File: config.mk
export PLATFORM = sky130hd
export DESIGN_NAME = core
export DESIGN_NICKNAME = d
export VERILOG_FILES = /design/src/verilog/core_pkg.sv /design/src/verilog/fwd_if.sv /design/src/verilog/core.sv /design/src/verilog/writeback_stage.sv /design/src/verilog/memory_stage.sv /design/src/verilog/execute_stage.sv /design/src/verilog/data_select_stage.sv /design/src/verilog/decode_stage.sv
export VERILOG_INCLUDE_DIRS = /design/src /design/src/verilog
export SDC_FILE = /design/constraint.sdc
export NUM_CORES = 2
export LEC_CHECK = 0
export BUFFER_PORTS_ARGS = -buffer_cell sky130_fd_sc_hd__buf_4
export CAP_MARGIN = 25
export CORE_ASPECT_RATIO = 0.9
export CORE_MARGIN = 8
export CORE_UTILIZATION = 45
export DETAILED_ROUTE_END_ITERATION = 10
export HOLD_SLACK_MARGIN = 0.05
export PLACE_DENSITY = 0.6
export SLEW_MARGIN = 15
export SYNTH_ARGS = -nofsm -noshare
export SYNTH_HDL_FRONTEND = slang
export SYNTH_SLANG_ARGS = --single-unit
File: constraint.sdc
create_clock -name clk -period 7.3 [get_ports clk]
set_input_delay 0.365 -clock clk [delete_from_list [all_inputs] [get_ports clk]]
set_output_delay 0.365 -clock clk [all_outputs]
set_load 0.005 [all_outputs]
File: src/verilog/core_params.svh
`ifndef CORE_PARAMS_SVH
`define CORE_PARAMS_SVH

// data and address width
`define CORE_XLEN 32

// architectural registers, x0 included
`define CORE_NREGS 32

// first fetch address after reset
`define CORE_RESET_PC 32'h0000_0000

`endif
File: src/verilog/core_pkg.sv
`include "core_params.svh"

package core_pkg;

    // supported instructions where anything else decodes as illegal
    typedef enum logic [3:0] {
        OP_ILLEGAL,
        OP_ADD, OP_SUB, OP_AND, OP_OR, OP_XOR,
        OP_ADDI, OP_LW, OP_SW,
        OP_BEQ, OP_BNE, OP_JAL,
        OP_ECALL
    } opcode_e;

    typedef enum logic [2:0] {
        ALU_ADD, ALU_SUB, ALU_AND, ALU_OR, ALU_XOR, ALU_PASS_B
    } alu_op_e;

    // register write source
    typedef enum logic [1:0] {
        WB_ALU, WB_MEM, WB_PC4, WB_NONE
    } wb_sel_e;

    typedef struct packed {
        opcode_e                        opcode;
        alu_op_e                        alu_op;
        wb_sel_e                        wb_sel;
        logic                           rf_wen;
        logic [$clog2(`CORE_NREGS)-1:0] rd;
        logic [$clog2(`CORE_NREGS)-1:0] rs1;
        logic [$clog2(`CORE_NREGS)-1:0] rs2;
        logic                           use_imm;
        logic [`CORE_XLEN-1:0]          imm;
        logic                           mem_rd;
        logic                           mem_wr;
        logic                           is_branch;
        logic                           is_jal;
        logic                           is_exit;
    } ctrl_t;

endpackage

File: src/verilog/fwd_if.sv
`timescale 1ns/1ns
`include "core_params.svh"

// result record of a later stage as seen by data select
interface fwd_if;
    logic                           valid;
    logic                           can_forward;
    logic [$clog2(`CORE_NREGS)-1:0] addr;
    logic [`CORE_XLEN-1:0]          wdata;

    modport source (output valid, can_forward, addr, wdata);
    modport sink (input valid, can_forward, addr, wdata);
endinterface

File: src/verilog/core.sv
`timescale 1ns/1ns
`include "core_params.svh"

module core (
    input  logic                           clk,
    input  logic                           rst_n,
    output logic [`CORE_XLEN-1:0]          imem_addr,
    input  logic [`CORE_XLEN-1:0]          imem_inst,
    output logic                           dmem_valid,
    output logic                           dmem_we,
    output logic [`CORE_XLEN-1:0]          dmem_addr,
    output logic [`CORE_XLEN-1:0]          dmem_wdata,
    input  logic                           dmem_ready,
    input  logic [`CORE_XLEN-1:0]          dmem_rdata,
    output logic                           retire_valid,
    output logic [$clog2(`CORE_NREGS)-1:0] retire_rd,
    output logic [`CORE_XLEN-1:0]          retire_data,
    output logic                           exit
);
    import core_pkg::*;

    logic [`CORE_XLEN-1:0] pc;
    logic                  halted;

    logic                  id_valid;
    logic [`CORE_XLEN-1:0] id_pc;
    logic [`CORE_XLEN-1:0] id_inst;
    ctrl_t                 id_ctrl;

    logic                           ds_valid;
    logic [`CORE_XLEN-1:0]          ds_pc;
    ctrl_t                          ds_ctrl;
    logic [`CORE_XLEN-1:0]          ds_op_a;
    logic [`CORE_XLEN-1:0]          ds_op_b;
    logic [`CORE_XLEN-1:0]          ds_store_data;
    logic [$clog2(`CORE_NREGS)-1:0] rf_rs1_addr;
    logic [$clog2(`CORE_NREGS)-1:0] rf_rs2_addr;
    logic [`CORE_XLEN-1:0]          rf_rs1_data;
    logic [`CORE_XLEN-1:0]          rf_rs2_data;
    logic                           dh_stall;

    logic                  exe_valid;
    logic [`CORE_XLEN-1:0] exe_pc;
    ctrl_t                 exe_ctrl;
    logic [`CORE_XLEN-1:0] exe_op_a;
    logic [`CORE_XLEN-1:0] exe_op_b;
    logic [`CORE_XLEN-1:0] exe_rs2;
    logic [`CORE_XLEN-1:0] exe_alu_out;
    logic [`CORE_XLEN-1:0] exe_target;
    logic                  exe_taken;

    logic                  mem_valid;
    logic [`CORE_XLEN-1:0] mem_pc;
    ctrl_t                 mem_ctrl;
    logic [`CORE_XLEN-1:0] mem_alu_out;
    logic [`CORE_XLEN-1:0] mem_store_data;
    logic [`CORE_XLEN-1:0] mem_rdata;
    logic                  mem_hold;

    logic                  wb_valid;
    logic [`CORE_XLEN-1:0] wb_pc;
    ctrl_t                 wb_ctrl;
    logic [`CORE_XLEN-1:0] wb_alu_out;
    logic [`CORE_XLEN-1:0] wb_mem_rdata;

    logic exe_stall;
    logic ds_stall;
    logic id_stall;
    logic redirect;
    logic flush;

    fwd_if fw_exe ();
    fwd_if fw_mem ();
    fwd_if fw_wb ();

    // stall chain with writeback never holding
    assign exe_stall = exe_valid && mem_hold;
    assign ds_stall = ds_valid && (exe_stall || dh_stall);
    assign id_stall = id_valid && ds_stall;

    // not-taken prediction so any taken transfer redirects
    assign redirect = exe_valid && exe_taken;
    // ecall also squashes whatever was fetched behind it
    assign flush = redirect || (exe_valid && exe_ctrl.is_exit);
    assign imem_addr = pc;

    always_ff @(posedge clk) begin
        if (!rst_n) begin
            pc <= `CORE_RESET_PC;
            halted <= 1'b0;
        end else begin
            if (redirect) begin
                pc <= exe_target;
            end else if (!id_stall && !halted) begin
                pc <= pc + 4;
            end
            if (exe_valid && exe_ctrl.is_exit) begin
                halted <= 1'b1;
            end
        end
    end

    always_ff @(posedge clk) begin
        if (!rst_n) begin
            id_valid <= 1'b0;
            ds_valid <= 1'b0;
            exe_valid <= 1'b0;
            mem_valid <= 1'b0;
            wb_valid <= 1'b0;
        end else begin
            if (flush || halted) begin
                id_valid <= 1'b0;
            end else if (!id_stall) begin
                id_valid <= 1'b1;
            end
            if (flush) begin
                ds_valid <= 1'b0;
            end else if (!ds_stall) begin
                ds_valid <= id_valid;
            end
            // a held data select stage sends a bubble
            if (!exe_stall) begin
                exe_valid <= ds_valid && !ds_stall && !flush;
            end
            if (!mem_hold) begin
                mem_valid <= exe_valid;
            end
            wb_valid <= mem_valid && !mem_hold;
        end
    end

    always_ff @(posedge clk) begin
        if (!id_stall) begin
            id_pc <= pc;
            id_inst <= imem_inst;
        end
        if (!ds_stall) begin
            ds_pc <= id_pc;
            ds_ctrl <= id_ctrl;
        end
        if (!exe_stall) begin
            exe_pc <= ds_pc;
            exe_ctrl <= ds_ctrl;
            exe_op_a <= ds_op_a;
            exe_op_b <= ds_op_b;
            exe_rs2 <= ds_store_data;
        end
        if (!mem_hold) begin
            mem_pc <= exe_pc;
            mem_ctrl <= exe_ctrl;
            mem_alu_out <= exe_alu_out;
            mem_store_data <= exe_rs2;
        end
        wb_pc <= mem_pc;
        wb_ctrl <= mem_ctrl;
        wb_alu_out <= mem_alu_out;
        wb_mem_rdata <= mem_rdata;
    end

    // execute results are one cycle too late to forward
    assign fw_exe.valid = exe_valid && exe_ctrl.rf_wen;
    assign fw_exe.can_forward = 1'b0;
    assign fw_exe.addr = exe_ctrl.rd;
    assign fw_exe.wdata = exe_alu_out;

    // load data only shows up in writeback
    assign fw_mem.valid = mem_valid && mem_ctrl.rf_wen;
    assign fw_mem.can_forward = !mem_ctrl.mem_rd;
    assign fw_mem.addr = mem_ctrl.rd;
    assign fw_mem.wdata = (mem_ctrl.wb_sel == WB_PC4) ? mem_pc + 4 : mem_alu_out;

    decode_stage u_decode (
        .inst (id_inst),
        .ctrl (id_ctrl)
    );

    data_select_stage u_data_select (
        .ctrl        (ds_ctrl),
        .rf_rs1_data (rf_rs1_data),
        .rf_rs2_data (rf_rs2_data),
        .rf_rs1_addr (rf_rs1_addr),
        .rf_rs2_addr (rf_rs2_addr),
        .fw_exe      (fw_exe.sink),
        .fw_mem      (fw_mem.sink),
        .fw_wb       (fw_wb.sink),
        .op_a        (ds_op_a),
        .op_b        (ds_op_b),
        .store_data  (ds_store_data),
        .dh_stall    (dh_stall)
    );

    execute_stage u_execute (
        .ctrl          (exe_ctrl),
        .pc            (exe_pc),
        .op_a          (exe_op_a),
        .op_b          (exe_op_b),
        .rs2_data      (exe_rs2),
        .alu_out       (exe_alu_out),
        .branch_taken  (exe_taken),
        .branch_target (exe_target)
    );

    memory_stage u_memory (
        .clk        (clk),
        .rst_n      (rst_n),
        .valid      (mem_valid),
        .ctrl       (mem_ctrl),
        .alu_out    (mem_alu_out),
        .store_data (mem_store_data),
        .dmem_valid (dmem_valid),
        .dmem_we    (dmem_we),
        .dmem_addr  (dmem_addr),
        .dmem_wdata (dmem_wdata),
        .dmem_ready (dmem_ready),
        .dmem_rdata (dmem_rdata),
        .mem_rdata  (mem_rdata),
        .mem_stall  (mem_hold)
    );

    writeback_stage u_writeback (
        .clk          (clk),
        .rst_n        (rst_n),
        .valid        (wb_valid),
        .ctrl         (wb_ctrl),
        .pc           (wb_pc),
        .alu_out      (wb_alu_out),
        .mem_rdata    (wb_mem_rdata),
        .rs1_addr     (rf_rs1_addr),
        .rs2_addr     (rf_rs2_addr),
        .rs1_data     (rf_rs1_data),
        .rs2_data     (rf_rs2_data),
        .fw_wb        (fw_wb.source),
        .retire_valid (retire_valid),
        .retire_rd    (retire_rd),
        .retire_data  (retire_data),
        .exit         (exit)
    );

    // held stages keep their instruction until the stall clears
    assert property (@(posedge clk) disable iff (!rst_n)
        exe_stall |=> exe_valid && $stable({exe_pc, exe_ctrl, exe_op_a, exe_op_b, exe_rs2}));
    assert property (@(posedge clk) disable iff (!rst_n)
        ds_stall && !flush |=> ds_valid && $stable({ds_pc, ds_ctrl}));

endmodule

File: src/verilog/writeback_stage.sv
`timescale 1ns/1ns
`include "core_params.svh"

module writeback_stage (
    input  logic                           clk,
    input  logic                           rst_n,
    input  logic                           valid,
    input  core_pkg::ctrl_t                ctrl,
    input  logic [`CORE_XLEN-1:0]          pc,
    input  logic [`CORE_XLEN-1:0]          alu_out,
    input  logic [`CORE_XLEN-1:0]          mem_rdata,
    input  logic [$clog2(`CORE_NREGS)-1:0] rs1_addr,
    input  logic [$clog2(`CORE_NREGS)-1:0] rs2_addr,
    output logic [`CORE_XLEN-1:0]          rs1_data,
    output logic [`CORE_XLEN-1:0]          rs2_data,
    fwd_if.source                          fw_wb,
    output logic                           retire_valid,
    output logic [$clog2(`CORE_NREGS)-1:0] retire_rd,
    output logic [`CORE_XLEN-1:0]          retire_data,
    output logic                           exit
);
    import core_pkg::*;

    logic [`CORE_XLEN-1:0] regs [`CORE_NREGS];
    logic [`CORE_XLEN-1:0] wdata;
    logic                  wen;

    assign wen = valid && ctrl.rf_wen;

    always_comb begin
        case (ctrl.wb_sel)
            WB_MEM: wdata = mem_rdata;
            WB_PC4: wdata = pc + 4;
            default: wdata = alu_out;
        endcase
    end

    always_ff @(posedge clk) begin
        if (wen) begin
            regs[ctrl.rd] <= wdata;
        end
    end

    // x0 is never stored, so it reads as zero here
    assign rs1_data = (rs1_addr == '0) ? '0 : regs[rs1_addr];
    assign rs2_data = (rs2_addr == '0) ? '0 : regs[rs2_addr];

    assign fw_wb.valid = wen;
    assign fw_wb.can_forward = 1'b1;
    assign fw_wb.addr = ctrl.rd;
    assign fw_wb.wdata = wdata;

    assign retire_valid = wen;
    assign retire_rd = ctrl.rd;
    assign retire_data = wdata;

    // sticky until reset
    always_ff @(posedge clk) begin
        if (!rst_n) begin
            exit <= 1'b0;
        end else if (valid && ctrl.is_exit) begin
            exit <= 1'b1;
        end
    end

    // decode must have dropped every x0 destination
    assert property (@(posedge clk) disable iff (!rst_n) wen |-> ctrl.rd != '0);

endmodule

File: src/verilog/memory_stage.sv
`timescale 1ns/1ns
`include "core_params.svh"

module memory_stage (
    input  logic                  clk,
    input  logic                  rst_n,
    input  logic                  valid,
    input  core_pkg::ctrl_t       ctrl,
    input  logic [`CORE_XLEN-1:0] alu_out,
    input  logic [`CORE_XLEN-1:0] store_data,
    output logic                  dmem_valid,
    output logic                  dmem_we,
    output logic [`CORE_XLEN-1:0] dmem_addr,
    output logic [`CORE_XLEN-1:0] dmem_wdata,
    input  logic                  dmem_ready,
    input  logic [`CORE_XLEN-1:0] dmem_rdata,
    output logic [`CORE_XLEN-1:0] mem_rdata,
    output logic                  mem_stall
);

    logic pending;

    assign dmem_valid = valid && (ctrl.mem_rd || ctrl.mem_wr);
    assign dmem_we = ctrl.mem_wr;
    assign dmem_addr = alu_out;
    assign dmem_wdata = store_data;

    // load data is taken in the ready cycle
    assign mem_rdata = dmem_rdata;
    assign mem_stall = dmem_valid && !dmem_ready;

    // request was waiting on the last edge
    always_ff @(posedge clk) begin
        if (!rst_n) begin
            pending <= 1'b0;
        end else begin
            pending <= mem_stall;
        end
    end

    // an outstanding request is neither dropped nor changed before ready
    assert property (@(posedge clk) disable iff (!rst_n)
        pending |-> dmem_valid && $stable({dmem_we, dmem_addr, dmem_wdata}));

endmodule

File: src/verilog/execute_stage.sv
`timescale 1ns/1ns
`include "core_params.svh"

module execute_stage (
    input  core_pkg::ctrl_t       ctrl,
    input  logic [`CORE_XLEN-1:0] pc,
    input  logic [`CORE_XLEN-1:0] op_a,
    input  logic [`CORE_XLEN-1:0] op_b,
    input  logic [`CORE_XLEN-1:0] rs2_data,
    output logic [`CORE_XLEN-1:0] alu_out,
    output logic                  branch_taken,
    output logic [`CORE_XLEN-1:0] branch_target
);
    import core_pkg::*;

    logic equal;

    always_comb begin
        case (ctrl.alu_op)
            ALU_ADD: alu_out = op_a + op_b;
            ALU_SUB: alu_out = op_a - op_b;
            ALU_AND: alu_out = op_a & op_b;
            ALU_OR: alu_out = op_a | op_b;
            ALU_XOR: alu_out = op_a ^ op_b;
            ALU_PASS_B: alu_out = op_b;
            default: alu_out = op_b;
        endcase
    end

    // both branch operands arrive already forwarded
    assign equal = (op_a == rs2_data);
    assign branch_taken = ctrl.is_jal ||
                          (ctrl.is_branch && (equal != (ctrl.opcode == OP_BNE)));
    assign branch_target = pc + ctrl.imm;

endmodule

File: src/verilog/data_select_stage.sv
`timescale 1ns/1ns
`include "core_params.svh"

module data_select_stage (
    input  core_pkg::ctrl_t                ctrl,
    input  logic [`CORE_XLEN-1:0]          rf_rs1_data,
    input  logic [`CORE_XLEN-1:0]          rf_rs2_data,
    output logic [$clog2(`CORE_NREGS)-1:0] rf_rs1_addr,
    output logic [$clog2(`CORE_NREGS)-1:0] rf_rs2_addr,
    fwd_if.sink                            fw_exe,
    fwd_if.sink                            fw_mem,
    fwd_if.sink                            fw_wb,
    output logic [`CORE_XLEN-1:0]          op_a,
    output logic [`CORE_XLEN-1:0]          op_b,
    output logic [`CORE_XLEN-1:0]          store_data,
    output logic                           dh_stall
);

    logic [$clog2(`CORE_NREGS)-1:0] src [2];
    logic [`CORE_XLEN-1:0]          rf_val [2];
    logic [`CORE_XLEN-1:0]          fwd_val [2];
    logic                           hazard [2];

    assign rf_rs1_addr = ctrl.rs1;
    assign rf_rs2_addr = ctrl.rs2;
    assign src[0] = ctrl.rs1;
    assign src[1] = ctrl.rs2;
    assign rf_val[0] = rf_rs1_data;
    assign rf_val[1] = rf_rs2_data;

    // youngest matching record wins, x0 never matches
    always_comb begin
        for (int i = 0; i < 2; i++) begin
            fwd_val[i] = rf_val[i];
            hazard[i] = 1'b0;
            if (src[i] != '0) begin
                if (fw_exe.valid && fw_exe.addr == src[i]) begin
                    fwd_val[i] = fw_exe.wdata;
                    hazard[i] = !fw_exe.can_forward;
                end else if (fw_mem.valid && fw_mem.addr == src[i]) begin
                    fwd_val[i] = fw_mem.wdata;
                    hazard[i] = !fw_mem.can_forward;
                end else if (fw_wb.valid && fw_wb.addr == src[i]) begin
                    fwd_val[i] = fw_wb.wdata;
                    hazard[i] = !fw_wb.can_forward;
                end
            end
        end
    end

    assign dh_stall = hazard[0] || hazard[1];

    assign op_a = fwd_val[0];
    assign op_b = ctrl.use_imm ? ctrl.imm : fwd_val[1];
    // stores and branches need rs2 even when op_b is the immediate
    assign store_data = fwd_val[1];

endmodule

File: src/verilog/decode_stage.sv
`timescale 1ns/1ns
`include "core_params.svh"

module decode_stage (
    input  logic [`CORE_XLEN-1:0] inst,
    output core_pkg::ctrl_t       ctrl
);
    import core_pkg::*;

    logic [2:0] funct3;
    logic [6:0] funct7;
    opcode_e    op;

    assign funct3 = inst[14:12];
    assign funct7 = inst[31:25];

    // classify the encoding first, unknown ones stay illegal
    always_comb begin
        op = OP_ILLEGAL;
        case (inst[6:0])
            7'b0110011: begin
                case ({funct7, funct3})
                    10'b0000000_000: op = OP_ADD;
                    10'b0100000_000: op = OP_SUB;
                    10'b0000000_111: op = OP_AND;
                    10'b0000000_110: op = OP_OR;
                    10'b0000000_100: op = OP_XOR;
                    default: op = OP_ILLEGAL;
                endcase
            end
            7'b0010011: if (funct3 == 3'b000) op = OP_ADDI;
            7'b0000011: if (funct3 == 3'b010) op = OP_LW;
            7'b0100011: if (funct3 == 3'b010) op = OP_SW;
            7'b1100011: begin
                if (funct3 == 3'b000) op = OP_BEQ;
                else if (funct3 == 3'b001) op = OP_BNE;
            end
            7'b1101111: op = OP_JAL;
            7'b1110011: if (inst == 32'h0000_0073) op = OP_ECALL;
            default: op = OP_ILLEGAL;
        endcase
    end

    always_comb begin
        ctrl = '0;
        ctrl.opcode = op;
        ctrl.alu_op = ALU_PASS_B;
        ctrl.wb_sel = WB_NONE;
        case (op)
            OP_ADD, OP_SUB, OP_AND, OP_OR, OP_XOR: begin
                ctrl.rs1 = inst[19:15];
                ctrl.rs2 = inst[24:20];
                ctrl.wb_sel = WB_ALU;
            end
            OP_ADDI, OP_LW: begin
                ctrl.rs1 = inst[19:15];
                ctrl.use_imm = 1'b1;
                ctrl.imm = {{20{inst[31]}}, inst[31:20]};
                ctrl.mem_rd = (op == OP_LW);
                ctrl.wb_sel = (op == OP_LW) ? WB_MEM : WB_ALU;
            end
            OP_SW: begin
                ctrl.rs1 = inst[19:15];
                ctrl.rs2 = inst[24:20];
                ctrl.use_imm = 1'b1;
                ctrl.imm = {{20{inst[31]}}, inst[31:25], inst[11:7]};
                ctrl.mem_wr = 1'b1;
            end
            OP_BEQ, OP_BNE: begin
                ctrl.rs1 = inst[19:15];
                ctrl.rs2 = inst[24:20];
                ctrl.imm = {{19{inst[31]}}, inst[31], inst[7], inst[30:25], inst[11:8], 1'b0};
                ctrl.is_branch = 1'b1;
            end
            OP_JAL: begin
                ctrl.imm = {{11{inst[31]}}, inst[31], inst[19:12], inst[20], inst[30:21], 1'b0};
                ctrl.is_jal = 1'b1;
                ctrl.wb_sel = WB_PC4;
            end
            OP_ECALL: ctrl.is_exit = 1'b1;
            default: ;
        endcase
        case (op)
            OP_SUB: ctrl.alu_op = ALU_SUB;
            OP_AND: ctrl.alu_op = ALU_AND;
            OP_OR: ctrl.alu_op = ALU_OR;
            OP_XOR: ctrl.alu_op = ALU_XOR;
            OP_ADD, OP_ADDI, OP_LW, OP_SW: ctrl.alu_op = ALU_ADD;
            default: ;
        endcase
        // writes to x0 are dropped at decode
        if (ctrl.wb_sel != WB_NONE && inst[11:7] != 5'd0) begin
            ctrl.rf_wen = 1'b1;
            ctrl.rd = inst[11:7];
        end
    end

endmodule

==> key figures <==
Run status
  – Status: complete, no violations

Layout
  – Layout cells sized above 1: 0.269
  – Commonest non-fill, non-tap cell in the layout: edfxtp_1
  – Commonest cells after routing, fill and taps aside: edfxtp_1 (1,448), mux4_2 (640), buf_4 (339)
  – Fillers: 13.5k
  – Multi-input logic area: 0.0283 mm^2
  – Nets: 5,159
  – Reg area: 0.0466 mm^2
  – Area grow syn2layout: 14.7%

Worst setup path
  – Worst EP required: 7.87 ns
  – Worst setup path class: reg -> reg
  – CP max FO: 16
  – Arrival time at the worst endpoint: 6.03 ns
  – CP endpoint kind: flip-flop
  – R2r worst-path depth: 14
  – RR Startpoint: exe_ctrl[58]
  – Reg2reg setup slack: 1.84 ns
  – Critical Path Start Type: flip-flop
  – Reg2reg end: exe_op_b[31]

CTS
  – Max Buffers Root-to-Sink: 3
  – Clk sink count: 1,602
  – Hold Buf Count CTS: 66
  – Clock Root Buffer: clkbuf_16
  – H-tree depth: 4
  – Clock Latency Late Sink: 0.83 ns
  – CTS Buf Count: 169
  – TritonCTS clock tree: yes
  – Postcts setup bufs: 0
  – CTS clk-pin slew, worst paths: 0.06 ns
  – Post-CTS resize count: 0

Logic synthesis
  – Post-Syn Instances: 4,648
  – Avg Cell Area, Syn: 16.4 um^2
  – Sequential fraction of the synthesis area: 0.612
  – Syn_nets: 4,849
  – Share of flip-flops with an asynchronous set or reset: 0
  – EDFF count, synth: 1,448
  – Synth cell types: 99
  – Synthesized cell area: 0.0761 mm^2
  – Prevailing post-synth register cell: edfxtp_1
  – YS warnings: 0
  – Synth Register Bits: 1,602

Timing
  – RSZ-0062 raised after global routing: false
  – Final setup TNS: 0 ns
  – Slew @ Worst Pin: 1.14 ns
  – Tmin final: 5.46 ns
  – Max-slew violations: 0
  – Fin crit share: 0.748
  – Final setup viols: 0
  – Final Hold Slack: 0.179 ns
  – Max Fclk: 0.183 GHz
  – Final Hold Violating Endpoints: 0
  – Worst rel slew slack: 0.234
  – Setup Skew: 0.0562 ns

Drt
  – Starting DRT DRC Count: 6,981
  – Post-detailed-route count of antenna-violating nets: 0
  – Routed WL per cell: 35.1 um
  – Vias per std cell: 6.52
  – Routed WL: 258,000 um
  – DRC errors left: 0
  – Via count: 47.9k
  – First-pass DRT Iterations: 7

Min path
  – HP Class: in -> reg
  – Depth of the worst hold-timing path: 2
  – Hold endpoint: wb_mem_rdata[1]
  – HP Start: dmem_rdata[1]

GRT
  – GRT Util Overall: 0.275
  – Initial antenna violation count: 16
  – Grt ovf: 0
  – Number of global-route vias before repair: 46.4k
  – Largest net degree at the start of global routing: 81
  – First-pass GRT wire length: 358,000 um

Pwr
  – Worst vdd ir: 0.209 mV
  – Leak: 0.0298 uW
  – Power Total: 22,700 uW
  – PD cells: 260 mW/mm^2

Run
  – Max_cap viols: 0

Floorplanning
  – Die H: 406 um
  – Die area: 0.182 mm^2
  – Rows: 143
  – Core ar.: 0.168 mm^2
  – Die Width: 449 um
  – Top Ports: 204
  – Initial Util: 0.452

Placement
  – Detailed Place HPWL: 167,000 um
  – # port buffers: 203
  – Gpl congestion: 0.989
[through the flow]
stage	setup WS [ns]	instances	util	instance area [um^2]
after global placement	2.11	6959	0.481	81000
after floorplan	0.395	4648	-	76100
after CTS	1.99	7341	0.517	87100
after global routing	1.48	7346	0.518	87200
after detailed placement	2.01	6963	0.481	81000
final	1.84	7350	0.518	87200
[worst max-delay path by stage]
stage | startpoint | to | cells after the start
2_1_floorplan | mem_ctrl[3] | id_inst[0] | 6
3_5_place_dp | exe_ctrl[58] | exe_op_b[31] | 14
5_1_grt | exe_ctrl[58] | exe_op_b[31] | 14
6_report | exe_ctrl[58] | exe_op_b[31] | 14
3_3_place_gp | exe_ctrl[57] | exe_op_b[31] | 14
4_1_cts | exe_ctrl[58] | exe_op_b[31] | 14
[metal layers]
| layer | GRT usage | share of wire |
|---|---|---|
| met1 | 0.396 | 0.41 |
| met2 | 0.408 | 0.44 |
| met3 | 0.0734 | 0.11 |
| met4 | 0.0925 | 0.038 |
| met5 | 0 | 0.00019 |
[report_power, final]
part,internal (uW),leakage (uW),switching (uW)
combinational,1160,0.0115,1950
sequential,10600,0.0156,427
clock,4850,0.00266,3710
total,16600,0.0298,6080
[area by class of cell]
class | instances | share of cell area
inverter | 121 | 0.00531
tap | 2247 | 0.0322
multi-input combinational | 2639 | 0.324
clock buffer | 223 | 0.0528
clock inverter | 89 | 0.00945
antenna | 4 | 0.000115
sequential | 1602 | 0.534
timing repair buffer | 425 | 0.0415
[logic make-up after synthesis]
kind of cell,Yosys count,share of synthesized area
flops,1602,0.612
fa+ha+maj,134,0.0222
buf+inv,407,0.0228
mux,728,0.201
simple gates,834,0.0531
xor+xnor,224,0.0258
compound gates,719,0.0626
[synthesized netlist by cell type (all sizes together), types with 13 or more instances]
library cell | instances | area [um^2]
clkbuf | 161 | 604
xnor2 | 131 | 1150
edfxtp | 1448 | 43500
o21a | 33 | 248
nand2b | 21 | 131
nor4 | 29 | 194
a21oi | 186 | 931
a31oi | 24 | 165
ha | 132 | 1650
o221ai | 19 | 190
o31ai | 15 | 118
and2 | 23 | 144
and3 | 31 | 194
a211oi | 42 | 325
a22oi | 17 | 128
mux2i | 73 | 731
a21o | 38 | 285
nor2 | 235 | 897
dfxtp | 154 | 3080
mux4 | 640 | 14400
nand4 | 45 | 282
o211ai | 34 | 255
nor2b | 29 | 181
buf | 125 | 677
nand2 | 241 | 905
nand3 | 71 | 360
o21ai | 154 | 778
o22ai | 48 | 300
and4 | 14 | 123
nor3 | 45 | 246
xor2 | 93 | 815
mux2 | 15 | 169
a221oi | 13 | 126
inv | 121 | 454
[sequential cells by signal, summed over array words and instances, names as in the netlist, 5 cells and up, named ones only]
name and count:
exe_rs2 32, exe_op_a 32, wb_ctrl 9, exe_ctrl 36
mem_alu_out 32, ds_ctrl 52, wb_alu_out 32, ds_pc 32
fw_exe.addr 5, fw_mem.addr 5, mem_ctrl 6, exe_op_b 32
id_inst 32, u_writeback.regs 1024, mem_store_data 32, mem_pc 32
id_pc 32, wb_pc 32, wb_mem_rdata 32, imem_addr 32
exe_pc 32
[worst max-delay path: stages (launching register included)]
cell and delay (ns):
edfxtp_1 0.40, nor2_1 0.63, nand2_1 0.64, o21ai_0 0.49
inv_1 0.09, ha_1 0.28, nand2b_1 0.09, a21oi_1 0.10
o21ai_0 0.47, o211ai_1 0.25, o41ai_2 0.70, o21ai_0 0.21
a211oi_1 0.47, a211oi_2 0.15, a21bo_1 0.22
No activity file was read; power rests on OpenSTA's default activity.
